`src/hdl/mult_macros.svh`:
```
`ifndef MULT_MACROS_SVH
`define MULT_MACROS_SVH

////////////////////////////////////////////////////////////////////////////
// datapath widths
////////////////////////////////////////////////////////////////////////////

// full operand and result word
`define MULT_WIDTH 32
// half-word lane, also the short multiplier operand width
`define MULT_HALF 16
// byte lane for the 8-bit dot product
`define MULT_BYTE 8

////////////////////////////////////////////////////////////////////////////
// shift constants
////////////////////////////////////////////////////////////////////////////

// width of the right shift amount
`define MULT_IMM_WIDTH 5
// realignment shift used in upper-half steps 0 and 2
`define MULT_MULH_SHIFT 16

`endif

```
`src/hdl/mult_pkg.sv`:
```
`include "mult_macros.svh"

package mult_pkg;

  // operator encoding as seen on operator_i
  typedef enum logic [2:0] {
    MUL_MAC32 = 3'd0,
    MUL_MSU32 = 3'd1,
    MUL_I     = 3'd2,
    MUL_IR    = 3'd3,
    MUL_DOT8  = 3'd4,
    MUL_DOT16 = 3'd5,
    MUL_H     = 3'd6,
    // nibble dot product is not implemented and reads as zero
    MUL_DOT4  = 3'd7
  } mult_op_e;

  // upper-half multiply sequencer states
  typedef enum logic [2:0] {
    IDLE   = 3'd0,
    STEP0  = 3'd1,
    STEP1  = 3'd2,
    STEP2  = 3'd3,
    FINISH = 3'd4
  } mulh_state_e;

  // one dot operand word
  // read as four byte lanes or as two half-word lanes
  typedef union packed {
    logic [`MULT_WIDTH/`MULT_BYTE-1:0][`MULT_BYTE-1:0] lane8;
    logic [`MULT_WIDTH/`MULT_HALF-1:0][`MULT_HALF-1:0] lane16;
  } dot_word_u;

endpackage

```
`src/hdl/dot_mult.sv`:
```
`include "mult_macros.svh"

module dot_mult import mult_pkg::*; (
  input  logic [1:0]             dot_signed_i,
  input  dot_word_u              dot_op_a_i,
  input  dot_word_u              dot_op_b_i,
  input  dot_word_u              dot_op_c_i,
  output logic [`MULT_WIDTH-1:0] dot8_result_o,
  output logic [`MULT_WIDTH-1:0] dot16_result_o
);

  localparam int N8  = `MULT_WIDTH / `MULT_BYTE;
  localparam int N16 = `MULT_WIDTH / `MULT_HALF;

  // lanes carry one extra bit for sign extension
  logic [N8-1:0][`MULT_BYTE:0]        char_a;
  logic [N8-1:0][`MULT_BYTE:0]        char_b;
  logic [N8-1:0][2*`MULT_BYTE+1:0]    char_mul;
  logic [N16-1:0][`MULT_HALF:0]       half_a;
  logic [N16-1:0][`MULT_HALF:0]       half_b;
  logic [N16-1:0][2*`MULT_HALF+1:0]   half_mul;
  logic [`MULT_WIDTH-1:0]             char_sum;
  logic [`MULT_WIDTH-1:0]             half_sum;

  ////////////////////////////////////////////////////////////////////////////
  // 8-bit lanes
  ////////////////////////////////////////////////////////////////////////////

  // bit 1 of dot_signed_i governs A, bit 0 governs B
  always_comb begin
    char_sum = dot_op_c_i;
    for (int i = 0; i < N8; i++) begin
      char_a[i]   = {dot_signed_i[1] & dot_op_a_i.lane8[i][`MULT_BYTE-1],
                     dot_op_a_i.lane8[i]};
      char_b[i]   = {dot_signed_i[0] & dot_op_b_i.lane8[i][`MULT_BYTE-1],
                     dot_op_b_i.lane8[i]};
      char_mul[i] = $signed(char_a[i]) * $signed(char_b[i]);
      // product sign-extends into the 32-bit sum
      char_sum    = $signed(char_sum) + $signed(char_mul[i]);
    end
  end

  ////////////////////////////////////////////////////////////////////////////
  // 16-bit lanes
  ////////////////////////////////////////////////////////////////////////////

  always_comb begin
    half_sum = dot_op_c_i;
    for (int i = 0; i < N16; i++) begin
      half_a[i]   = {dot_signed_i[1] & dot_op_a_i.lane16[i][`MULT_HALF-1],
                     dot_op_a_i.lane16[i]};
      half_b[i]   = {dot_signed_i[0] & dot_op_b_i.lane16[i][`MULT_HALF-1],
                     dot_op_b_i.lane16[i]};
      half_mul[i] = $signed(half_a[i]) * $signed(half_b[i]);
      // only the low word of each product matters modulo 2^32
      half_sum    = half_sum + half_mul[i][`MULT_WIDTH-1:0];
    end
  end

  assign dot8_result_o  = char_sum;
  assign dot16_result_o = half_sum;

endmodule

```
`config.mk`:
```
export PLATFORM = sky130hd
export DESIGN_NAME = dot_mult
export DESIGN_NICKNAME = d
export VERILOG_FILES = /design/src/hdl/mult_pkg.sv /design/src/hdl/dot_mult.sv
export VERILOG_INCLUDE_DIRS = /design/src /design/src/hdl
export SDC_FILE = /design/constraint.sdc
export NUM_CORES = 2
export LEC_CHECK = 0
export BUFFER_PORTS_ARGS = -buffer_cell sky130_fd_sc_hd__buf_2
export CORE_MARGIN = 1.5
export CORE_UTILIZATION = 45
export DETAILED_ROUTE_END_ITERATION = 16
export PLACE_DENSITY_LB_ADDON = 0.3
export SLEW_MARGIN = 15
export SYNTH_ARGS = -nofsm -noshare
export SYNTH_HDL_FRONTEND = slang
export SYNTH_SLANG_ARGS = --single-unit
```
`constraint.sdc`:
```
create_clock -name vclk -period 13.1
set_input_delay 2.62 -clock vclk [all_inputs]
set_output_delay 2.62 -clock vclk [all_outputs]
set_load 0.01 [all_outputs]
```
* After elaboration in Yosys (flattened, before gate mapping)
Cells that the tools add are included.
Operators by class: $mul 6, bitwise logic cells 8, $add $sub $neg 6
Operators with widths (number):
- adder 32 x 18 -> 32 bit | 4
- multiplier 9 x 9 -> 18 bit | 4
- adder 32 bit | 2
- multiplier 17 x 17 -> 32 bit | 2
- bitwise AND 1 bit | 8
Storage, ports and cells: output and inout bits 64, input port bits 98, register bits after elaboration 0

* Depth between registers and ports, before layout
depth after elaboration 6, mapped depth 30, depth with buffers taken out 29

* Worst setup path after synthesis
Ideal clock, no wire load.
kind input-to-output, start point input port dot_signed_i[1], end point output port dot8_result_o[31], required time 10.480 ns, stages on the path 26, slack 0.579 ns, buffers on the path 3, arrival time 9.901 ns, cells stage by stage clkbuf_1 > clkbuf_1 > nand2_1 > inv_1 > fa_1 > fa_1 > inv_1 > fa_1 > fa_1 > fa_1 > fa_1 > inv_1 > fa_1 > inv_1 > fa_1 > inv_1 > ha_1 > clkbuf_1 > a21o_1 > a21oi_1 > o2111ai_1 > o31ai_2 > o21ai_1 > a211o_1 > a21oi_1 > xnor2_1
On the way: longest elaborated chain between the ends 6
Ends and longest elaborated chain:
- start: declaration | line dot_mult.sv:4 | input logic [1:0] dot_signed_i,
- bitwise AND 1 bit | line dot_mult.sv:33 | char_a[i] = {dot_signed_i[1] & dot_op_a_i.lane8[i][`MULT_BYTE-1],
- multiplier 9 x 9 -> 18 bit | line dot_mult.sv:37 | char_mul[i] = $signed(char_a[i]) * $signed(char_b[i]);
- adder 32 x 18 -> 32 bit (3 in a row) | line dot_mult.sv:39 | char_sum = $signed(char_sum) + $signed(char_mul[i]);
- adder 32 x 18 -> 32 bit * | line dot_mult.sv:39
- end: declaration | line dot_mult.sv:8 | output logic [`MULT_WIDTH-1:0] dot8_result_o,
Every way passes the cells marked *; elsewhere a longest branch is shown, timed or not.

* Final worst setup path
start point input port dot_signed_i[0], end point output port dot8_result_o[30]
On the way: longest elaborated chain between the ends 6
Ends and longest elaborated chain:
- bitwise AND 1 bit | line dot_mult.sv:35 | char_b[i] = {dot_signed_i[0] & dot_op_b_i.lane8[i][`MULT_BYTE-1],
- multiplier 9 x 9 -> 18 bit | line dot_mult.sv:37
- adder 32 x 18 -> 32 bit (3 in a row) | line dot_mult.sv:39
- adder 32 x 18 -> 32 bit * | line dot_mult.sv:39
Marked as above.

==> impl_results.md <==
* # hold bufs at CTS at 0
* Initial core utilization at 0.454
* Max Cap Viol at 0
* Core Area at just over 0.08 sq mm
* Dominant cell type by area after synthesis: fa_1
* Vias in the first global route at between 20000 and 30000
* Synth area leaders: fa_1 (60%), inv_1 (13%), ha_1 (12%)
* Drt initial violations at around 1500
* Die width at 288 microns
* Cells after Synth at 3772
* Worst-Margin Slew at ~0.6 ns
* Global route overflow at 0
* Simple-gate portion of the synthesized area at 0.0949
* Main combinational cell family by area after synthesis: adder cells
* Avg Inst Size Synth at between 9 and 10 sq um
* # DRC at 0
* Fin cells at around 5000
* Max-slew headroom at 0.589
* Die Ht at 288 microns
* # fillers at slightly below 8000
* Period utilisation layout at 0.979
* Routed Antenna Nets at 0
* Row count at 104
* Critical Path AT at ~10 ns
* Seq/Total Area, Yosys at 0
* Status: finished, final reports clean
* Xor and xnor area share after synthesis at 0.0235
* Max Slew Vio Count at 0
* HP Class: input pin to output port
* Synth Area in Compound Gates at 0.0271
* HPWL after DPL at ~100 mm
* Crit path time final at around 13 ns
* F_max at between 70 and 80 MHz
* Avg WL per Cell at approximately 22 microns
* Crit path kind: input pin to output port
* Routed via count at ~25000
* Initial antenna violation count at 6
* Unique masters post-synth at just under 60
* CP Capture Type: output port
* Largest net degree at the start of global routing at 23
* Number of I/O pins at roughly 160
* Most common cell in the synthesized netlist: inv_1
* Yosys warnings at 0
* Post-synth top cells: inv_1 (1288), fa_1 (1086), nand2_1 (358), ha_1 (338), and2_1 (208)
* Required time of the critical path at about 10 ns
* Number of nets in the layout at around 5400
* Area grow syn2layout at 6.73%
* Mux contribution to synthesized area at 0.000274
* Port bufs at between 150 and 200
* FF+latch count at 0
* Placed insts at approximately 5000
* RSZ-0062 raised after global routing: false
* 1st-pass router iterations at 5
* Gr usage total at 0.276
* Wire length of the first global-routing pass at roughly 170 mm
* Top-area cell type share of the netlist area at 0.596
* Final setup fails at 0
* Vias per inst at roughly 5.0
* Worst-path fanout max at 10
* Critical Path Start Type: input pin
* Post-synthesis cell area at ~0.036 sq mm
* Fin. Hold Viols at 0
* Die area at about 0.083 sq mm
* Routed Wire Length at 108 mm
* Final GP Congestion at just under 1
* Post-synthesis adder-cell area fraction at 0.712
* Syn nets at 5294
* Share of cells above drive strength 1 at 0.0758
* Post-route setup TNS at 0 ns
* CLK BUF at 0
* Reg area at 0 sq um
per-layer routing:
| layer | routed length, microns | up-vias | GRT usage |
|---|---|---|---|
| met4 | 5060 | 4 | 0.0993 |
| met1 | 43300 | 12900 | 0.369 |
| met5 | 16 | - | 0 |
| met2 | 51800 | 840 | 0.458 |
| li1 | - | 10900 | - |
| met3 | 7860 | 167 | 0.0389 |
repair_timing:
item                       in CTS  in global routing
setup endpoints to repair       0                 14
buffers inserted                0                  1
gates resized for setup         0                 20
stage by stage:
| step | setup WS (ns) | hold slack, ns | util | instance area, sq um |
|---|---|---|---|---|
| after floorplan | 0.579 | 5.39 | - | 36500 |
| after global placement | 0.129 | 5.58 | 0.483 | 38900 |
| after detailed placement | 0.111 | 5.59 | 0.483 | 38900 |
| after CTS | 0.0737 | 5.59 | 0.483 | 38900 |
| after global routing | 0.00903 | 5.61 | 0.484 | 38900 |
| final | 0.270 | 5.58 | 0.484 | 38900 |
cell type report:
cell class | instances | area [sq um] | area share
multi-input cells | 2388 | 31300 | 0.804
inverters | 1288 | 4830 | 0.124
repair buffers | 241 | 1450 | 0.0373
well taps | 1060 | 1330 | 0.0341
diodes | 1 | 2.50 | 0.0000643
placed cells by master, fill, tap and decap left out, drive strengths merged, types with 3 or more instances in the layout:
master,count
a211oi,8
a21o,18
a21oi,39
a31oi,4
and2,208
and3,27
buf,238
clkbuf,3
fa,1086
ha,338
inv,1288
nand2,359
nand2b,6
nand3,11
nor2,59
nor2b,4
nor3,12
o211ai,4
o21a,12
o21ai,26
o21bai,10
o31ai,3
or2,29
xnor2,83
xor2,15
kinds of logic (layout without fill, tap and decap cells):
group           Yosys count  count (layout)
simple gates            722             722
fa+ha+maj              1424            1424
buf+inv                1384            1529
mux                       1               1
compound gates          143             143
xor+xnor                 98              98
other cells               0               1
critical path: stages:
cell	delay, ns
clkbuf_4	0.23
nand2_1	0.14
buf_12	0.17
or2_2	0.29
fa_1	0.54
inv_1	0.05
fa_1	0.51
fa_1	0.61
fa_1	0.48
fa_1	0.55
inv_1	0.06
fa_1	0.50
fa_1	0.50
inv_1	0.05
fa_1	0.48
ha_1	0.32
o21a_1	0.23
o211ai_1	0.26
o21bai_2	0.17
nand3_1	0.11
nand3_1	0.14
o41a_1	0.36
a41o_1	0.27
o41ai_2	0.23
xnor2_1	0.16
buf_2	0.15
final timing paths:
check	startpoint	end	cells after the start
setup / recovery	dot_signed_i[0]	dot8_result_o[30]	26
hold / removal	dot_op_c_i[0]	dot8_result_o[0]	3
Power is not shown: default switching activity piles up to over one toggle a cycle in this logic, so the estimate is an artifact.
