File: config.mk
export PLATFORM = sky130hd
export DESIGN_NAME = short_mac
export DESIGN_NICKNAME = d
export VERILOG_FILES = /design/src/hdl/mult_pkg.sv /design/src/hdl/short_mac.sv
export VERILOG_INCLUDE_DIRS = /design/src /design/src/hdl
export SDC_FILE = /design/constraint.sdc
export NUM_CORES = 1
export LEC_CHECK = 0
export ABC_AREA = 1
export BUFFER_PORTS_ARGS = -buffer_cell sky130_fd_sc_hd__buf_4
export CAP_MARGIN = 20
export CORE_MARGIN = 1
export CORE_UTILIZATION = 60
export DETAILED_ROUTE_END_ITERATION = 10
export PLACE_DENSITY = 0.81
export SLEW_MARGIN = 20
export SYNTH_ARGS = -nofsm -noshare
export SYNTH_HDL_FRONTEND = slang
export SYNTH_SLANG_ARGS = --single-unit
File: constraint.sdc
create_clock -name vclk -period 27.7
set_input_delay 4.155 -clock vclk [all_inputs]
set_output_delay 4.155 -clock vclk [all_outputs]
set_load 0.02 [all_outputs]
File: src/hdl/mult_macros.svh
`ifndef MULT_MACROS_SVH
`define MULT_MACROS_SVH

////////////////////////////////////////////////////////////////////////////
// datapath widths
////////////////////////////////////////////////////////////////////////////

// full operand and result word
`define MULT_WIDTH 32
// half-word lane, also the short multiplier operand width
`define MULT_HALF 16
// byte lane for the 8-bit dot product
`define MULT_BYTE 8

////////////////////////////////////////////////////////////////////////////
// shift constants
////////////////////////////////////////////////////////////////////////////

// width of the right shift amount
`define MULT_IMM_WIDTH 5
// realignment shift used in upper-half steps 0 and 2
`define MULT_MULH_SHIFT 16

`endif

File: src/hdl/mult_pkg.sv
`include "mult_macros.svh"

package mult_pkg;

  // operator encoding as seen on operator_i
  typedef enum logic [2:0] {
    MUL_MAC32 = 3'd0,
    MUL_MSU32 = 3'd1,
    MUL_I     = 3'd2,
    MUL_IR    = 3'd3,
    MUL_DOT8  = 3'd4,
    MUL_DOT16 = 3'd5,
    MUL_H     = 3'd6,
    // nibble dot product is not implemented and reads as zero
    MUL_DOT4  = 3'd7
  } mult_op_e;

  // upper-half multiply sequencer states
  typedef enum logic [2:0] {
    IDLE   = 3'd0,
    STEP0  = 3'd1,
    STEP1  = 3'd2,
    STEP2  = 3'd3,
    FINISH = 3'd4
  } mulh_state_e;

  // one dot operand word
  // read as four byte lanes or as two half-word lanes
  typedef union packed {
    logic [`MULT_WIDTH/`MULT_BYTE-1:0][`MULT_BYTE-1:0] lane8;
    logic [`MULT_WIDTH/`MULT_HALF-1:0][`MULT_HALF-1:0] lane16;
  } dot_word_u;

endpackage

File: src/hdl/short_mac.sv
`include "mult_macros.svh"

module short_mac import mult_pkg::*; (
  input  mult_op_e                   operator_i,
  input  logic [`MULT_WIDTH-1:0]     op_a_i,
  input  logic [`MULT_WIDTH-1:0]     op_b_i,
  input  logic [`MULT_WIDTH-1:0]     op_c_i,
  input  logic [`MULT_IMM_WIDTH-1:0] imm_i,
  input  logic                       short_subword_i,
  input  logic [1:0]                 short_signed_i,
  input  logic                       mulh_active_i,
  input  logic [`MULT_IMM_WIDTH-1:0] mulh_imm_i,
  input  logic [1:0]                 mulh_subword_i,
  input  logic [1:0]                 mulh_signed_i,
  input  logic                       mulh_shift_arith_i,
  input  logic                       mulh_carry_i,
  output logic [`MULT_WIDTH-1:0]     short_result_o,
  output logic                       mac_carry_o
);

  logic [`MULT_HALF:0]         short_op_a;
  logic [`MULT_HALF:0]         short_op_b;
  logic [`MULT_WIDTH:0]        short_op_c;
  logic [`MULT_WIDTH+1:0]      short_mul;
  logic [`MULT_WIDTH+1:0]      short_sum;
  logic [`MULT_WIDTH+1:0]      short_shifted;
  logic [`MULT_WIDTH-1:0]      round_tmp;
  logic [`MULT_WIDTH-1:0]      short_round;
  logic                        round_en;
  logic [`MULT_IMM_WIDTH-1:0]  short_imm;
  logic [1:0]                  short_subword;
  logic [1:0]                  short_signed;
  logic                        short_shift_arith;
  logic                        sum_msb1;
  logic                        sum_msb0;

  // sequencer takes over the controls during upper-half steps
  assign short_imm         = mulh_active_i ? mulh_imm_i : imm_i;
  assign short_subword     = mulh_active_i ? mulh_subword_i : {2{short_subword_i}};
  assign short_signed      = mulh_active_i ? mulh_signed_i : short_signed_i;
  assign short_shift_arith = mulh_active_i ? mulh_shift_arith_i : short_signed_i[0];

  // rounding adds half an lsb of the shifted result
  assign round_en    = (operator_i == MUL_IR);
  assign round_tmp   = `MULT_WIDTH'(1) << imm_i;
  assign short_round = round_en ? {1'b0, round_tmp[`MULT_WIDTH-1:1]} : '0;

  // half-word select with a 17th bit for the sign
  assign short_op_a[`MULT_HALF-1:0] = short_subword[0] ? op_a_i[`MULT_WIDTH-1:`MULT_HALF]
                                                       : op_a_i[`MULT_HALF-1:0];
  assign short_op_b[`MULT_HALF-1:0] = short_subword[1] ? op_b_i[`MULT_WIDTH-1:`MULT_HALF]
                                                       : op_b_i[`MULT_HALF-1:0];
  assign short_op_a[`MULT_HALF] = short_signed[0] & short_op_a[`MULT_HALF-1];
  assign short_op_b[`MULT_HALF] = short_signed[1] & short_op_b[`MULT_HALF-1];

  // accumulator widens by the saved carry in upper-half steps
  assign short_op_c = mulh_active_i ? {mulh_carry_i, op_c_i}
                                    : {op_c_i[`MULT_WIDTH-1], op_c_i};

  ////////////////////////////////////////////////////////////////////////////
  // multiply, accumulate, shift
  ////////////////////////////////////////////////////////////////////////////

  assign short_mul = $signed(short_op_a) * $signed(short_op_b);
  assign short_sum = $signed(short_op_c) + $signed(short_mul) + $signed(short_round);

  // upper-half steps keep two real top bits, plain ops replicate bit 31
  assign sum_msb1 = mulh_active_i ? short_sum[`MULT_WIDTH+1] : short_sum[`MULT_WIDTH-1];
  assign sum_msb0 = mulh_active_i ? short_sum[`MULT_WIDTH] : short_sum[`MULT_WIDTH-1];

  assign short_shifted = $signed({short_shift_arith & sum_msb1,
                                  short_shift_arith & sum_msb0,
                                  short_sum[`MULT_WIDTH-1:0]}) >>> short_imm;

  assign short_result_o = short_shifted[`MULT_WIDTH-1:0];
  // partial-sum sign kept by the sequencer
  assign mac_carry_o    = short_sum[`MULT_WIDTH];

  // MUL_H is held through the sequence, so IR rounding never meets it
  always_comb begin
    assert final (!(mulh_active_i && round_en));
  end

endmodule

# Word level (Yosys, flattened, before mapping)
# Index checks and enable logic that the tools add are counted.
[word_totals]
mem_count = 0
reg_bits = 0
word_cells = 20
mem_bits_rw = 0
latch_bits = 0
rom_bits = 0
[op_classes]
order_cmp = 0
bitwise_logic = 4
div_mod_pow = 0
n_eq_ne = 1
muxes = 10
n_shift = 2
n_reduce_logical = 0
multipliers = 1
add_sub_neg = 2
[ops]
columns = ["operator", "n"]
rows = [
  ["adder 33 x 34 -> 34 bit", 1],
  ["adder 34 x 32 -> 34 bit", 1],
  ["multiplier 17 x 17 -> 34 bit", 1],
  [">>> shifter 34 x 5 -> 32 bit", 1],
  ["2-to-1 mux 33 bit", 1],
  ["2-to-1 mux 16 bit", 2],
  ["<< shifter 1 x 5 -> 32 bit (first input constant)", 1],
  ["2-to-1 mux 31 bit", 1],
  ["2-to-1 mux 5 bit", 1],
  ["bitwise AND 1 bit", 4],
  ["2-to-1 mux 2 bit", 2],
  ["equality test 3 x 2 -> 1 bit (second input constant)", 1],
  ["2-to-1 mux 1 bit", 3],
]

# Depth between registers and ports, before layout
[depth]
depth_word = 9
depth_mapped = 45
mapped_depth_nobuf = 43

# Worst setup path after synthesis
# OpenSTA, ideal clock, no wires.
[synth_path]
path_kind = "input to output"
start = "in mulh_active_i"
end = "out short_result_o[16]"
slack_ps = 11662
cell_stages = 38
arrival_ps = 11883
required_ps = 23545
path_buffers = 2
path_cell_list = "buf_4 inv_2 nand2_1 nand2_1 nand2_1 o21ai_1 clkbuf_1 nand2_1 nor2_1 inv_1 fa_1 fa_1 inv_1 fa_1 fa_1 fa_1 fa_1 fa_1 [... 2 more ...] nand2_1 nand2_1 nand2_1 nand2_1 nand2_1 a21oi_2 nand2_1 nand2_2 nand3_2 nand2_2 nand3_1 nand2_1 nand2_1 nand2_1 nand2_1 nand2_1 nand2_1 a21oi_2"
[synth_via]
elab_chain_len = 9
elab_cells_between_ends = 17
cone_classes = "add/sub: 2; mul: 1; shift: 1; mux: 9; bitwise: 4"
[synth_rtl]
columns = ["item", "line", "source"]
rows = [
  ["start, declared", "short_mac.sv:11", "input logic mulh_active_i,"],
  ["2-to-1 mux 2 bit", "short_mac.sv:39", "assign short_subword = mulh_active_i ? mulh_subword_i : {2{short_subword_i}};"],
  ["2-to-1 mux 16 bit (on tied branches)", "short_mac.sv:49, short_mac.sv:51", ""],
  ["bitwise AND 1 bit (on tied branches)", "short_mac.sv:53, short_mac.sv:54", ""],
  ["multiplier 17 x 17 -> 34 bit", "short_mac.sv:64", "assign short_mul = $signed(short_op_a) * $signed(short_op_b);"],
  ["adder 33 x 34 -> 34 bit", "short_mac.sv:65", "assign short_sum = $signed(short_op_c) + $signed(short_mul) + $signed(short_round);"],
  ["adder 34 x 32 -> 34 bit", "short_mac.sv:65", ""],
  ["2-to-1 mux 1 bit (on tied branches)", "short_mac.sv:69, short_mac.sv:68", ""],
  ["bitwise AND 1 bit (on tied branches)", "short_mac.sv:72, short_mac.sv:71", ""],
  [">>> shifter 34 x 5 -> 32 bit *", "short_mac.sv:71", "assign short_shifted = $signed({short_shift_arith & sum_msb1,"],
  ["end, declared", "short_mac.sv:17", "output logic [`MULT_WIDTH-1:0] short_result_o,"],
]
# Every way passes the cells marked *; elsewhere a longest branch is shown, timed or not.

# Worst setup path after layout
[layout_path]
start = "in mulh_active_i"
end = "out short_result_o[11]"
# Same word-level chain as after synthesis.

==> results_dict.tcl <==
set metrics [dict create \
    status "finished clean" \
    grt_pass1_wl_um 76300 \
    drtIter0Drc 1423 \
    drive_gt1_frac 0.101 \
    hp-start "mulh_imm_i[4]" \
    yosys_warnings 0 \
    rows 59 \
    place_congestion 0.984 \
    grt.total_usage 0.370 \
    fin_crit_ns 17.20 \
    wl_per_cell_um 18.0 \
    syn_to_final_growth_pct 9.64 \
    rsz0062_at_grt "false" \
    io_buffers 152 \
    slew_headroom 0.291 \
    cts_setup_buffers 0 \
    design.seq.count 0 \
    tightest_slew_ns 1.06 \
    postCtsResizedCells 0 \
    synth_common_cells "522 x nand2_1, 500 x inv_1, 369 x fa_1" \
    clkbuf_count 0 \
    cp.arrival_ns 13.04 \
    final_nets 2887 \
    viasPerCell 5.54 \
    start_kind "input pin" \
    antenna_found_initial 0 \
    grt_pass1_vias 14700 \
    layout.cells.non_filler 2625 \
    diodes 0 \
    synth_most_common_cell "nand2_1" \
    min_path_type "in2out" \
    die-area_um2 27100 \
    fin_util 0.670 \
    hold_viol_final 0 \
    firstDrtPassIters 6 \
    fin_ws_ns 10.50 \
    cpPeakStageDelay_ns 0.86 \
    fin_crit_sh 0.621 \
    finalSetupViolCount 0 \
    syn_area_per_cell_um2 7.33 \
    post-place-ws_ns 10.16 \
    fp.dieW_um 165 \
    grt_max_degree 37 \
    cts_hold_buf 0 \
    worstPathRequired_ns 23.55 \
    start_util 0.611 \
    seqCellArea_um2 0 \
    clock.fmax_ghz 0.0581 \
    drc 0 \
    cp_common_cell "nand2_1" \
    drt-total-wl_um 47300 \
    nFillCells 2286 \
    criticalPathCategory "in2out" \
    crit_path_max_fanout 32 \
    vias 14500 \
    synth_nets 2764 \
    ys_top_cells_by_area "fa_1 46%, nand2_1 12%, inv_1 12%" \
    holdPathEnd "short_result_o[12]" \
    pin_count 152 \
    netlist-cell-type-count 41 \
    crit_path_end_kind "primary output" \
    netlist.area_leader.share 0.465 \
    core-area_um2 26000 \
    synth_cells 2169 \
    netlist_area_um2 15900 \
    grt_remaining_overflow 0 \
    place_inst 2625 \
    hpwl_um 41900 \
    finalSetupTns_ns 0 \
    die_height_um 165 \
    ys_seq_area_frac 0 \
    whs_path_depth 7 \
    synth_top_cell_by_area "fa_1" \
    drtAntennaViolNets 0 \
    drv_cap 0 \
    crit_slowest_cell "nor2_2" \
    slew_violations 0 \
]
final cells by class:
type                       count  area (um^2)  share of cell area
tap                          335          419              0.0241
timing repair buffer         178         1340              0.0769
inverter                     518         1950               0.112
multi-input combinational   1594        13700               0.787
stage by stage:
| stage | instance area, um^2 | hold WS, ns |
|---|---|---|
| finish | 17400 | 8.98 |
| global route | 17400 | 9.05 |
| CTS | 17400 | 8.98 |
| detailed placement | 17400 | 8.98 |
| global placement | 17400 | 8.98 |
| floorplan | 15900 | 8.74 |
logic make-up (layout without fill, tap and decap cells):
kind of cell             count (synthesis)  in the layout  synth area share
XOR/XNOR                                21             21            0.0116
AND/OR/NAND/NOR                        967            967             0.252
adder cells (fa/ha/maj)                476            476             0.549
AO/OA/AOI/OAI                          124            124            0.0452
buffers and inverters                  575            696             0.138
multiplexers                             6              6           0.00378
layer usage:
metal | up-vias | track usage | wire (um)
met5 | - | 0 | 0
met4 | 0 | 0.107 | 1710
met3 | 116 | 0.0588 | 4310
met2 | 701 | 0.611 | 22300
met1 | 7068 | 0.505 | 19000
li1 | 6657 | - | -
worst max-delay path by stage:
| stage | from | end | slack [ns] | cells after the start |
|---|---|---|---|---|
| 2_1_floorplan | mulh_active_i | short_result_o[16] | 11.66 | 38 |
| 3_3_place_gp | mulh_active_i | short_result_o[31] | 10.22 | 36 |
| 3_5_place_dp | mulh_active_i | short_result_o[31] | 10.16 | 40 |
| 4_1_cts | mulh_active_i | short_result_o[31] | 10.13 | 40 |
| 5_1_grt | mulh_active_i | short_result_o[30] | 9.85 | 38 |
| 6_report | mulh_active_i | short_result_o[11] | 10.50 | 32 |
worst max-delay path, delay by kind of cell:
kind | cells | cell delay (ns)
AOI/OAI and AO/OA | 5 | 1.69
adders and majority gates | 8 | 3.79
buffers and inverters | 6 | 0.70
and+or+nand+nor | 13 | 2.69
placed cells by master, fill, tap and decap left out, drive strengths merged, types with 2 or more instances in the layout:
master and count:
ha 107, a21o 2, nand2 532, nand3b 2, nand4 5, nand3 180, clkinv 11, nor2 220
a31oi 2, o21ai 76, mux2i 6, and2 2, nor3 20, xnor2 9, a21oi 33, o21bai 2
o211ai 6, inv 507, or2 4, buf 178, o21a 2, fa 369, xor2 12
Power is not shown: default switching activity piles up to over one toggle a cycle in this logic, so the estimate is an artifact.
