`config.mk`:
```
export PLATFORM = sky130hd
export DESIGN_NAME = mulh_sequencer
export DESIGN_NICKNAME = d
export VERILOG_FILES = /design/src/hdl/mult_pkg.sv /design/src/hdl/mulh_sequencer.sv
export VERILOG_INCLUDE_DIRS = /design/src /design/src/hdl
export SDC_FILE = /design/constraint.sdc
export NUM_CORES = 1
export LEC_CHECK = 0
export BUFFER_PORTS_ARGS = -buffer_cell sky130_fd_sc_hd__clkbuf_2
export CAP_MARGIN = 15
export CORE_AREA = 2 2 39 41
export DETAILED_ROUTE_END_ITERATION = 6
export DIE_AREA = 0 0 41 43
export PLACE_DENSITY = 0.59
export SLEW_MARGIN = 20
export SYNTH_ARGS = -nofsm -noshare
export SYNTH_HDL_FRONTEND = slang
export SYNTH_SLANG_ARGS = --single-unit
```
`constraint.sdc`:
```
create_clock -name clk -period 3.35 [get_ports clk]
set_input_delay 0.67 -clock clk [delete_from_list [all_inputs] [get_ports clk]]
set_output_delay 0.67 -clock clk [all_outputs]
set_load 0.01 [all_outputs]
```
`src/hdl/mult_macros.svh`:
```
`ifndef MULT_MACROS_SVH
`define MULT_MACROS_SVH

////////////////////////////////////////////////////////////////////////////
// datapath widths
////////////////////////////////////////////////////////////////////////////

// full operand and result word
`define MULT_WIDTH 32
// half-word lane, also the short multiplier operand width
`define MULT_HALF 16
// byte lane for the 8-bit dot product
`define MULT_BYTE 8

////////////////////////////////////////////////////////////////////////////
// shift constants
////////////////////////////////////////////////////////////////////////////

// width of the right shift amount
`define MULT_IMM_WIDTH 5
// realignment shift used in upper-half steps 0 and 2
`define MULT_MULH_SHIFT 16

`endif

```
`src/hdl/mult_pkg.sv`:
```
`include "mult_macros.svh"

package mult_pkg;

  // operator encoding as seen on operator_i
  typedef enum logic [2:0] {
    MUL_MAC32 = 3'd0,
    MUL_MSU32 = 3'd1,
    MUL_I     = 3'd2,
    MUL_IR    = 3'd3,
    MUL_DOT8  = 3'd4,
    MUL_DOT16 = 3'd5,
    MUL_H     = 3'd6,
    // nibble dot product is not implemented and reads as zero
    MUL_DOT4  = 3'd7
  } mult_op_e;

  // upper-half multiply sequencer states
  typedef enum logic [2:0] {
    IDLE   = 3'd0,
    STEP0  = 3'd1,
    STEP1  = 3'd2,
    STEP2  = 3'd3,
    FINISH = 3'd4
  } mulh_state_e;

  // one dot operand word
  // read as four byte lanes or as two half-word lanes
  typedef union packed {
    logic [`MULT_WIDTH/`MULT_BYTE-1:0][`MULT_BYTE-1:0] lane8;
    logic [`MULT_WIDTH/`MULT_HALF-1:0][`MULT_HALF-1:0] lane16;
  } dot_word_u;

endpackage

```
`src/hdl/mulh_sequencer.sv`:
```
`include "mult_macros.svh"

module mulh_sequencer import mult_pkg::*; (
  input  logic                       clk,
  input  logic                       rst_n,
  input  logic                       enable_i,
  input  mult_op_e                   operator_i,
  input  logic [1:0]                 short_signed_i,
  input  logic                       mac_carry_i,
  input  logic                       ex_ready_i,
  output logic                       mulh_active_o,
  output logic [`MULT_IMM_WIDTH-1:0] mulh_imm_o,
  output logic [1:0]                 mulh_subword_o,
  output logic [1:0]                 mulh_signed_o,
  output logic                       mulh_shift_arith_o,
  output logic                       mulh_carry_o,
  output logic                       multicycle_o,
  output logic                       ready_o
);

  mulh_state_e state_q;
  mulh_state_e state_d;
  logic        carry_q;
  logic        mulh_save;
  logic        mulh_clear_carry;

  ////////////////////////////////////////////////////////////////////////////
  // step control
  ////////////////////////////////////////////////////////////////////////////

  // subword bit 0 picks the A half, bit 1 the B half
  // signed bit 0 governs A, bit 1 governs B
  always_comb begin
    state_d            = state_q;
    mulh_active_o      = 1'b1;
    mulh_imm_o         = '0;
    mulh_subword_o     = 2'b00;
    mulh_signed_o      = 2'b00;
    mulh_shift_arith_o = 1'b0;
    mulh_save          = 1'b0;
    mulh_clear_carry   = 1'b0;
    multicycle_o       = 1'b0;
    ready_o            = 1'b0;
    case (state_q)
      IDLE: begin
        // short datapath is free for single-cycle ops
        mulh_active_o = 1'b0;
        ready_o       = 1'b1;
        if (enable_i && (operator_i == MUL_H)) begin
          // busy from the start cycle on
          ready_o = 1'b0;
          state_d = STEP0;
        end
      end
      STEP0: begin
        // low times low, unsigned and never wider than 32 bits
        multicycle_o = 1'b1;
        mulh_imm_o   = `MULT_IMM_WIDTH'(`MULT_MULH_SHIFT);
        state_d      = STEP1;
      end
      STEP1: begin
        // low A times high B, signed only when B is
        multicycle_o       = 1'b1;
        mulh_signed_o      = {short_signed_i[1], 1'b0};
        mulh_subword_o     = 2'b10;
        mulh_shift_arith_o = 1'b1;
        // 33-bit partial sum, bit 32 kept as sign extension
        mulh_save          = 1'b1;
        state_d            = STEP2;
      end
      STEP2: begin
        // high A times low B, signed only when A is
        multicycle_o       = 1'b1;
        mulh_signed_o      = {1'b0, short_signed_i[0]};
        mulh_subword_o     = 2'b01;
        mulh_imm_o         = `MULT_IMM_WIDTH'(`MULT_MULH_SHIFT);
        mulh_shift_arith_o = 1'b1;
        // upper bits are shifted back in, so the carry is dropped
        mulh_save          = 1'b1;
        mulh_clear_carry   = 1'b1;
        state_d            = FINISH;
      end
      FINISH: begin
        // high times high closes the sum, result valid here
        mulh_signed_o  = short_signed_i;
        mulh_subword_o = 2'b11;
        ready_o        = 1'b1;
        if (ex_ready_i) begin
          state_d = IDLE;
        end
      end
      default: begin
        state_d = IDLE;
      end
    endcase
  end

  ////////////////////////////////////////////////////////////////////////////
  // state and carry registers
  ////////////////////////////////////////////////////////////////////////////

  always_ff @(posedge clk or negedge rst_n) begin
    if (!rst_n) begin
      state_q <= IDLE;
      carry_q <= 1'b0;
    end else begin
      state_q <= state_d;
      if (mulh_save) begin
        carry_q <= ~mulh_clear_carry & mac_carry_i;
      end else if (ex_ready_i) begin
        // next instruction starts from a clean carry
        carry_q <= 1'b0;
      end
    end
  end

  assign mulh_carry_o = carry_q;

  // busy and ready are mutually exclusive
  assert property (@(posedge clk) disable iff (!rst_n) !(multicycle_o && ready_o));

  // state register only holds the five defined encodings
  assert property (@(posedge clk) disable iff (!rst_n)
    state_q inside {IDLE, STEP0, STEP1, STEP2, FINISH});

endmodule

```
# Word-level counts from Yosys, hierarchy flattened
# Index checks and enable logic that the tools add are counted.
[totals] reg_bits=4 wordCells=32 output_inout_bits=14 inputBits=10
[classes] n_eq_ne=7 n_mux=14 bitwise_logic=2 n_reduce_logical=7
[op_table] cell="$pmux 3 s5" n=1
[op_table] cell="$pmux 2 s3" n=2
[op_table] cell="$mux 1" n=7
[op_table] cell="$eq 3x2->1 const B" n=2
[op_table] cell="$eq 3x3->1 const B" n=2
[op_table] cell="$mux 3" n=2
[op_table] cell="$mux 5" n=1
[op_table] cell="$ne 2x2->1 const B" n=2
[op_table] cell="$reduce_or 2->1" n=2
[op_table] cell="$eq 3x1->1 const B" n=1
[op_table] cell="$logic_not 3->1" n=1
[op_table] cell="$reduce_or 3->1" n=1
[op_table] cell="$pmux 1 s2" n=1
[op_table] cell="$reduce_and 2->1" n=1
[op_table] cell="$reduce_bool 2->1" n=1
[op_table] cell="$and 1x1->1" n=1
[op_table] cell="$logic_and 1x1->1" n=1
[op_table] cell="$not 1->1" n=1

# Depth between registers and ports, before layout
# Gate-level depths: netlist of run 1.
[depth] ltp_word=5 mapped_depth=3 ltp_nobuf=2

# Worst setup path after synthesis of run 1
# No wires, ideal clock.
[synth_path] path_type="input to output" startpoint="input port operator_i[0]" endpoint="output port ready_o" path_buffers=0 setup_slack_ps=1634 required_time_ps=2680 path_stages=2 t_arrival_ps=1046 cell_sequence="nand4b_1 > o21a_1"
[synth_between] elab_chain_len=4
[synth_lines] element="start: declaration" line_no="mulh_sequencer.sv:7" source="input mult_op_e operator_i,"
[synth_lines] element="$eq 3x3->1" line_no="mulh_sequencer.sv:49" source="if (enable_i && (operator_i == MUL_H)) begin"
[synth_lines] element="$logic_and 1x1->1" line_no="mulh_sequencer.sv:49"
[synth_lines] element="$mux 1" line_no="mulh_sequencer.sv:49"
[synth_lines] element="$pmux 1 s2" line_no="mulh_sequencer.sv:44" source="case (state_q)"
[synth_lines] element="end: declaration" line_no="mulh_sequencer.sv:18" source="output logic ready_o"
# No other way between the ends.

# Worst setup path after layout of run 1
[layout_path] startpoint="register state_q[2]" endpoint="output port mulh_subword_o[0]"
[layout_between] elab_chain_len=2 elab_cells_between_ends=4 cone_classes="eq/ne (3); mux (1)"
[layout_lines] element="start: declaration" line_no="mulh_sequencer.sv:21" source="mulh_state_e state_q;"
[layout_lines] element="start signal: assignment" line_no="mulh_sequencer.sv:107" source="state_q <= state_d;"
[layout_lines] element="$eq 3x3->1 or $eq 3x2->1 (tied branches)" line_no="mulh_sequencer.sv:44"
[layout_lines] element="$pmux 2 s3 (*)" line_no="mulh_sequencer.sv:44"
[layout_lines] element="end: declaration" line_no="mulh_sequencer.sv:13" source="output logic [1:0] mulh_subword_o,"
# Mark *: on every way between the ends. The rest lies on a longest branch, timed or not.

==> impl_metrics.toml, run 1 <==
[timing]
rsz0062_at_grt = "no"
layout_setup_ws_ns = 1.33
fin_crit_ns = 2.02
clock.fmax_mhz = 495
drv_slew = 0
fin_setup_tns_ns = 0
setup_violations = 0
hold_violations = 0
fin_crit_sh_pct = 60.3
clock_skew_ns = 0.000617

[die]
initial_core_util_pct = 24.1
die_w_microns = 41
die-area_sq_um = 1760
io_pins = 24
die_y_microns = 43
core_area_sq_um = 1380
rows = 14

[detailed_routing]
vias = 290
first_pass_iters = 1
drc = 0
vias_per_cell = 4.20
wl_microns = 559
wire_per_inst_microns = 8.10
first_iter_violations = 0
ant_nets = 0

[clock_network]
clock_path_buffers = 2
cts_resized = 0
htree_num_levels = 1
clock_latency_ns = 0.23
clockRootBuffer = "clkbuf_4"
numCtsBuffers = 3
cts_tree = "done"
cts.reportedPaths.clkPinSlew_ns = 0.04
cts_hold_buf = 0
post_cts_buffers = 0
numClockSinks = 4

[setup_path]
reg2regPathDepth = 2
end_kind = "output pin"
path_class = "register to output pin"
crit_end = "mulh_subword_o[0]"
r2r-end = "state_q[2]"
crit_required_ns = 2.68
start_kind = "register"
reg2reg_from = "state_q[2]"
cp.arrival_ns = 1.35
critPathMaxFanout = 12
worst-r2r-setup-slack_ns = 2.25
startpoint = "state_q[2]"

[synthesis]
synth_largest_area_cell = "dfrtp_1"
synthTopCellsByCount = "buf_4, dfrtp_1, nor2_1, buf_6"
yosys-top-cells-area = "dfrtp_1, buf_6, buf_4"
synth_area_sq_um = 333
synth_flop_cell = "dfrtp_1"
synth-seq-area-share_pct = 30.1
yosys_warnings = 0
yosys_register_bits = 4
ys_types = 19
synth-edff-count = 0
syn_avg_cell_area_sq_um = 9.51
syn_inst = 35
synthArstFlopShare_pct = 100
synth_top_area_share_pct = 30.1

[grt]
grt_max_degree = 13
antenna_found_initial = 0
track_usage_pct = 7.32
grt_pass1_vias = 241
grt_remaining_overflow = 0
grt_pass1_wl_microns = 848

[pwr]
clkPwrFrac_pct = 14.8
power_density_nw_per_um2 = 955
p_seq_share_pct = 30.1
p_sw_share_pct = 43.4
leakagePower_nw = 0.220
p_switching_w = 0.000173
power.internal_w = 0.000226
power_frac_comb_pct = 55.1
vdd.ir_drop.worst_mv = 0.165

[run]
max_cap_violations = 0

[placement]
port-buffer-count = 19
gp_congestion = 0.562
dp_slack_ns = 1.45

[layout]
nets = 65
diodes = 0
drive_above_1_share_pct = 49.1
syn2layout_area_growth_pct = 25.6

[hold_path]
hold_path.class = "input pin to asynchronous set/reset pin"

[status]
status = "completed"
==> routing by layer <==
metal	GRT usage, %	part of all wire, %	wire [microns]
met1	6.09	36	200
met2	12.2	51	286
met3	0	8.8	49
met4	10.0	3.9	22
met5	0	0	0
==> area by class of cell <==
class | instances | area, sq um
clock buffer | 3 | 22.5
fill | 165 | 966
inverter | 2 | 7.51
multi-input combinational | 25 | 173
sequential | 4 | 100
tap | 16 | 20.0
timing repair buffer | 19 | 95.1
==> power groups by stage <==
stage	clock network, W	registers, W	logic [W]
finish	0.0000590	0.000120	0.000220
global route	0.0000673	0.000125	0.000249
CTS	0.0000619	0.000121	0.000224
detailed placement	0	0.000122	0.000224
global placement	0	0.000123	0.000222
floorplan	0	0.0000849	0.000212
==> metrics by stage <==
step | instances | hold WS [ns] | area [sq um] | util, % | total power (W)
finish | 69 | 0.234 | 418 | 30.2 | 0.000399
global route | 69 | 0.223 | 418 | 30.2 | 0.000441
CTS | 69 | 0.229 | 418 | 30.2 | 0.000407
detailed placement | 66 | 0.478 | 395 | 28.6 | 0.000345
global placement | 66 | 0.479 | 395 | 28.6 | 0.000345
floorplan | 38 | 0.374 | 344 | - | 0.000297
==> worst max-delay path: stages (launching register included) <==
cell and delay [ns]:
dfrtp_1 0.52, and3b_4 0.26, or2_1 0.21, clkbuf_2 0.12
==> registers in the layout (all words and copies together) (netlist names) <==
| name | flops |
|---|---|
| mulh_carry_o | 1 |
| state_q | 3 |
==> cell families after synthesis <==
logic type | count (synthesis) | share of synthesized area (%)
AO/OA/AOI/OAI | 5 | 10.9
XOR/XNOR | 2 | 5.26
buffers and inverters | 9 | 21.4
flip-flops | 4 | 30.1
other | 1 | 1.13
AND/OR/NAND/NOR | 14 | 31.2
==> how the worst min path moves through the flow <==
stage	startpoint	end	slack [ns]	depth (start not counted)
global placement	rst_n	state_q[1]	0.48	1
detailed placement	rst_n	state_q[1]	0.48	1
floorplan	rst_n	mulh_carry_o	0.37	0
CTS	rst_n	mulh_carry_o	0.23	1
finish	rst_n	state_q[2]	0.23	1
global route	rst_n	mulh_carry_o	0.22	1
==> placed cells by master, fill, tap and decap left out, types with 2 or more instances in the layout <==
master	n
clkbuf_4	3
xnor2_1	2
conb_1	4
o21a_1	2
inv_1	2
nor2_1	4
clkbuf_2	19
nor3b_2	2
dfrtp_1	4
nor2b_1	2
Note: power is estimated with default switching activity, not from simulation.
==> run 2, diff against run 1 <==
ABC_AREA = 1   (was unset)
PLACE_DENSITY = 0.55   (was 0.59)
clock period = 2.1 ns   (was 3.35 ns; I/O delays follow)
==> run 2 against run 1 <==
Total power increased by 60%. Register-to-register slack got worse by 1.2 ns. Global-route usage increased by 0.53 points. Synthesized cell count increased by 23%. Critical path depth increased by 1.
==> impl_metrics.toml, run 2 <==
[detailed_routing]
wl_microns = 606
first_pass_iters = 1
vias_per_cell = 3.83
drc = 0
wire_per_inst_microns = 7.48
vias = 310
ant_nets = 0
first_iter_violations = 0

[die]
core_area_sq_um = 1380
die_y_microns = 43
die-area_sq_um = 1760
die_w_microns = 41
io_pins = 24
rows = 14
initial_core_util_pct = 20.7

[pwr]
power.internal_w = 0.000333
power_frac_comb_pct = 60.0
clkPwrFrac_pct = 14.6
p_sw_share_pct = 47.7
leakagePower_nw = 0.279
power_density_nw_per_um2 = 1530
vdd.ir_drop.worst_mv = 0.403
p_switching_w = 0.000303
p_seq_share_pct = 25.4

[setup_path]
reg2reg_from = "state_q[2]"
path_class = "register to output pin"
crit_required_ns = 1.68
end_kind = "output pin"
startpoint = "state_q[1]"
slowest_stage = "dfrtp_1"
cp.arrival_ns = 1.27
worst-r2r-setup-slack_ns = 1.09
critPathMaxFanout = 7
cp_cell_sequence = "nor2_2 > nand2_2 > a21boi_1 > clkbuf_2"
crit_path_max_incr_delay_ns = 0.44
start_kind = "register"

[synthesis]
synth_largest_area_cell = "dfrtp_1"
synth_top_area_share_pct = 34.9
yosys_register_bits = 4
synth_flop_cell = "dfrtp_1"
ys_types = 11
yosys-top-cells-area = "dfrtp_1, nand2_1, buf_4"
yosys_warnings = 0
synth-edff-count = 0
synthTopCellsByCount = "nand2_1, inv_1, buf_4, dfrtp_1, nor2_1"
synth-seq-area-share_pct = 34.9
synth_area_sq_um = 287
syn_inst = 43
syn_avg_cell_area_sq_um = 6.66
synthArstFlopShare_pct = 100
yosysMostFrequentCell = "nand2_1"

[clock_network]
numClockSinks = 4
cts_resized = 0
clock_path_buffers = 2
htree_num_levels = 1
cts_tree = "done"
post_cts_buffers = 0
numCtsBuffers = 3
cts.reportedPaths.clkPinSlew_ns = 0.04
cts_hold_buf = 1
clockRootBuffer = "clkbuf_4"
clock_latency_ns = 0.23

[layout]
fill_cells = 166
postLayoutCoreUtil_pct = 30.0
nets = 77
drive_above_1_share_pct = 41.5
largest_reg_flops = 3
final_cell_mix = "clkbuf_2, nand2_1, inv_1"
top_register = "state_q"
diodes = 0
layout_commonest_cell = "clkbuf_2"
syn2layout_area_growth_pct = 45.0

[grt]
grt_pass1_vias = 271
grt_max_degree = 8
use_met1_pct = 6.17
track_usage_pct = 7.85
antenna_found_initial = 0
met2_usage_pct = 13.8
busiest_layer = "met2"
grt_pass1_wl_microns = 910
grt_remaining_overflow = 0
met3_usage_pct = 3.14

[timing]
clock_skew_ns = 0.00248
setup_violations = 0
rsz0062_at_grt = "no"
holdWs_ns = 0.426
fin_setup_tns_ns = 0
fin_crit_ns = 1.69
fin_crit_sh_pct = 80.5
hold_violations = 0
layout_setup_ws_ns = 0.409
clock.fmax_mhz = 591
drv_slew = 0

[status]
status = "completed"

[placement]
hpwl_microns = 540
port-buffer-count = 19
gp_congestion = 0.719
dp_slack_ns = 0.646

[hold_path]
min_from = "mac_carry_i"
hold_path.class = "input pin to register"

[run]
max_cap_violations = 0
run 2: cell types whose count changed after synthesis, moves of 3 or more:
cell      delta
inv_1        +5
nand2_1     +12
a21boi_1     +3
nand3_1      +3
buf_6        -3
run 2: kinds of logic (layout without fill, tap and decap cells):
group,Yosys count,after routing,share of synthesized area [%]
simple gates,23,23,34.9
buf+inv,12,31,21.0
flops,4,4,34.9
compound gates,3,3,7.86
other cells,1,4,1.31
run 2: cell type report:
cell class | count | area, sq um | share of cell area, %
repair buffers | 20 | 105 | 25.3
flip-flops and latches | 4 | 100 | 24.1
inverters | 8 | 30.0 | 7.23
well taps | 16 | 20.0 | 4.82
clock buffers | 3 | 22.5 | 5.42
multi-input cells | 30 | 138 | 33.1
run 2: stage by stage:
step | cell area, sq um | std cells | power (W)
3_3_place_gp | 383 | 77 | 0.000548
4_1_cts | 415 | 81 | 0.000654
2_1_floorplan | 298 | 46 | 0.000403
3_5_place_dp | 383 | 77 | 0.000553
5_1_grt | 415 | 81 | 0.000707
6_report | 415 | 81 | 0.000637
run 2: metal layers:
| metal | up-vias | wire length, microns | part of all wire [%] |
|---|---|---|---|
| met5 | - | 0 | 0 |
| li1 | 163 | - | - |
| met2 | 8 | 369 | 61 |
| met4 | 0 | 0 | 0 |
| met3 | 0 | 48 | 7.9 |
| met1 | 139 | 188 | 31 |
run 2: final timing paths:
kind,to,depth (start not counted)
worst min register to register,state_q[1],1
worst min-delay path,mulh_carry_o,3
worst max-delay path,mulh_signed_o[1],4
max in group asynchronous,state_q[2],2
worst max register to register,state_q[0],6
min in group asynchronous,mulh_carry_o,2
run 2: power by group through the flow:
stage	Combinational (W)	Clock [W]	Sequential (W)
CTS	0.000393	0.0000997	0.000162
finish	0.000382	0.0000932	0.000162
floorplan	0.000243	0	0.000159
detailed placement	0.000390	0	0.000163
global route	0.000433	0.000106	0.000168
global placement	0.000389	0	0.000160
run 2: worst max-delay path, delay by kind of cell (launching register included):
family	cells	cell delay [ns]
and+or+nand+nor	2	0.30
DFF	1	0.44
buffers and inverters	1	0.14
AOI/OAI and AO/OA	1	0.15
==> run 3, diff against run 2 <==
ABC_AREA = 0   (was 1)
PLACE_DENSITY = 0.59   (was 0.55)
clock period = 1.7 ns   (was 2.1 ns; I/O delays follow)
==> run 3 against run 2 <==
Core utilization is 0.99 points higher. Sequential power increased by 47%. Sequential cell count stayed put. Sequential share of layout area fell by 0.48 points. Non-clock buffer count is the same. Largest cell class unchanged. Largest power group unchanged. Highest routed layer is now met4.
==> impl_metrics.toml, run 3 (same netlist as run 1, synthesis figures left out) <==
[status]
status = "completed"

[timing]
fin_setup_tns_ns = 0
drv_slew = 0
hold_violations = 0
fin_crit_sh_pct = 96.5
rsz0062_at_grt = "no"
fin_crit_ns = 1.64
clock.fmax_mhz = 610
clock_skew_ns = 0.00179
setup_violations = 0

[layout]
final_cell_mix = "clkbuf_2, nor2_1, conb_1"
syn2layout_area_growth_pct = 28.9
largest_reg_flops = 3
fill_cells = 148
layout_commonest_cell = "clkbuf_2"
postLayoutCoreUtil_pct = 31.0
nets = 66
diodes = 0
top_register = "state_q"
drive_above_1_share_pct = 50.0

[clock_network]
cts_tree = "done"
clock_path_buffers = 2
numClockSinks = 4
htree_num_levels = 1
post_cts_buffers = 0
clockRootBuffer = "clkbuf_4"
clock_latency_ns = 0.23
numCtsBuffers = 3
cts.reportedPaths.clkPinSlew_ns = 0.04

[detailed_routing]
first_iter_violations = 1
ant_nets = 0
wire_per_inst_microns = 8.91
vias_per_cell = 4.16
wl_microns = 624
vias = 291
first_pass_iters = 3
drc = 0

[grt]
antenna_found_initial = 0
grt_max_degree = 13
grt_pass1_wl_microns = 807
track_usage_pct = 7.44
grt_remaining_overflow = 0
grt_pass1_vias = 213

[die]
core_area_sq_um = 1380
initial_core_util_pct = 24.1
io_pins = 24
die_y_microns = 43
rows = 14
die-area_sq_um = 1760
die_w_microns = 41

[setup_path]
path_class = "register to output pin"
reg2regPathDepth = 2
crit_required_ns = 1.36
cp.arrival_ns = 1.30
start_kind = "register"
reg2reg_from = "state_q[0]"
critPathMaxFanout = 10
r2r-end = "state_q[2]"
worst-r2r-setup-slack_ns = 0.64
startpoint = "state_q[0]"
end_kind = "output pin"

[hold_path]
min_from = "mac_carry_i"
hold_path.class = "input pin to register"
min_path_cells = 3
min_to = "mulh_carry_o"

[pwr]
vdd.ir_drop.worst_mv = 0.356
p_seq_share_pct = 29.9
power.internal_w = 0.000449
power_density_nw_per_um2 = 1850
clkPwrFrac_pct = 14.8
p_sw_share_pct = 43.4
p_switching_w = 0.000345
total_power_w = 0.000795
leakagePower_nw = 0.223
power_frac_comb_pct = 55.3

[run]
max_cap_violations = 0

[placement]
gp_congestion = 0.594
hpwl_microns = 472
port-buffer-count = 19
-- run 3: cell types whose count changed in the layout (fill, tap and decap cells not counted), sizes merged, moves of 2 or more --
| cell | delta |
|---|---|
| xnor2 | +2 |
| a21boi | -3 |
| o21a | +2 |
| nor3b | +2 |
| nor2b | +2 |
| inv | -6 |
| nor2 | -2 |
| nand3 | -3 |
| nand2 | -14 |
-- run 3: worst max-delay path by stage --
stage	to	slack, ns
final	mulh_subword_o[0]	0.06
after global routing	mulh_subword_o[0]	0.01
after CTS	mulh_subword_o[0]	0.003
after detailed placement	mulh_subword_o[0]	0.26
after global placement	mulh_subword_o[0]	0.27
after floorplan	mulh_subword_o[0]	0.44
-- run 3: power groups by stage --
| stage | Sequential [W] | Combinational (W) | Clock (W) |
|---|---|---|---|
| after floorplan | 0.000167 | 0.000418 | 0 |
| after global placement | 0.000233 | 0.000445 | 0 |
| after detailed placement | 0.000237 | 0.000443 | 0 |
| after CTS | 0.000235 | 0.000447 | 0.000122 |
| after global routing | 0.000251 | 0.000494 | 0.000136 |
| final | 0.000238 | 0.000439 | 0.000118 |
-- run 3: layout make-up --
| type | instances | area, sq um | area share, % |
|---|---|---|---|
| Sequential cell | 4 | 101 | 23.6 |
| Clock buffer | 3 | 22.5 | 5.25 |
| Timing Repair Buffer | 20 | 105 | 24.5 |
| Inverter | 2 | 7.51 | 1.75 |
| Multi-Input combinational cell | 25 | 173 | 40.2 |
| Tap cell | 16 | 20.0 | 4.66 |
-- run 3: through the flow --
| step | cell area [sq um] | setup WS, ns | hold WS, ns | cells |
|---|---|---|---|---|
| 4_1_cts | 428 | 0.00337 | 0.376 | 70 |
| 2_1_floorplan | 344 | 0.440 | 0.0444 | 38 |
| 3_5_place_dp | 395 | 0.259 | 0.149 | 66 |
| 3_3_place_gp | 395 | 0.268 | 0.150 | 66 |
| 5_1_grt | 429 | 0.0107 | 0.383 | 70 |
| 6_report | 429 | 0.0601 | 0.374 | 70 |
-- run 3: worst max-delay path, cell delays in order (launching register included) --
cell	delay, ns
dfrtp_1	0.48
and3b_4	0.25
or2_1	0.21
clkbuf_2	0.12
-- run 3: repair_timing --
action                                 in CTS  in global routing
hold buffers                                1                  0
resized for setup                           0                  1
endpoints found under the hold margin       4                  0
setup endpoints to repair                   0                  2
-- run 3: routing by layer --
metal	track usage [%]	routed length (microns)	vias up
li1	-	-	148
met5	0	0	-
met1	6.13	234	127
met2	11.6	322	14
met4	10.0	19	0
met3	1.57	47	2
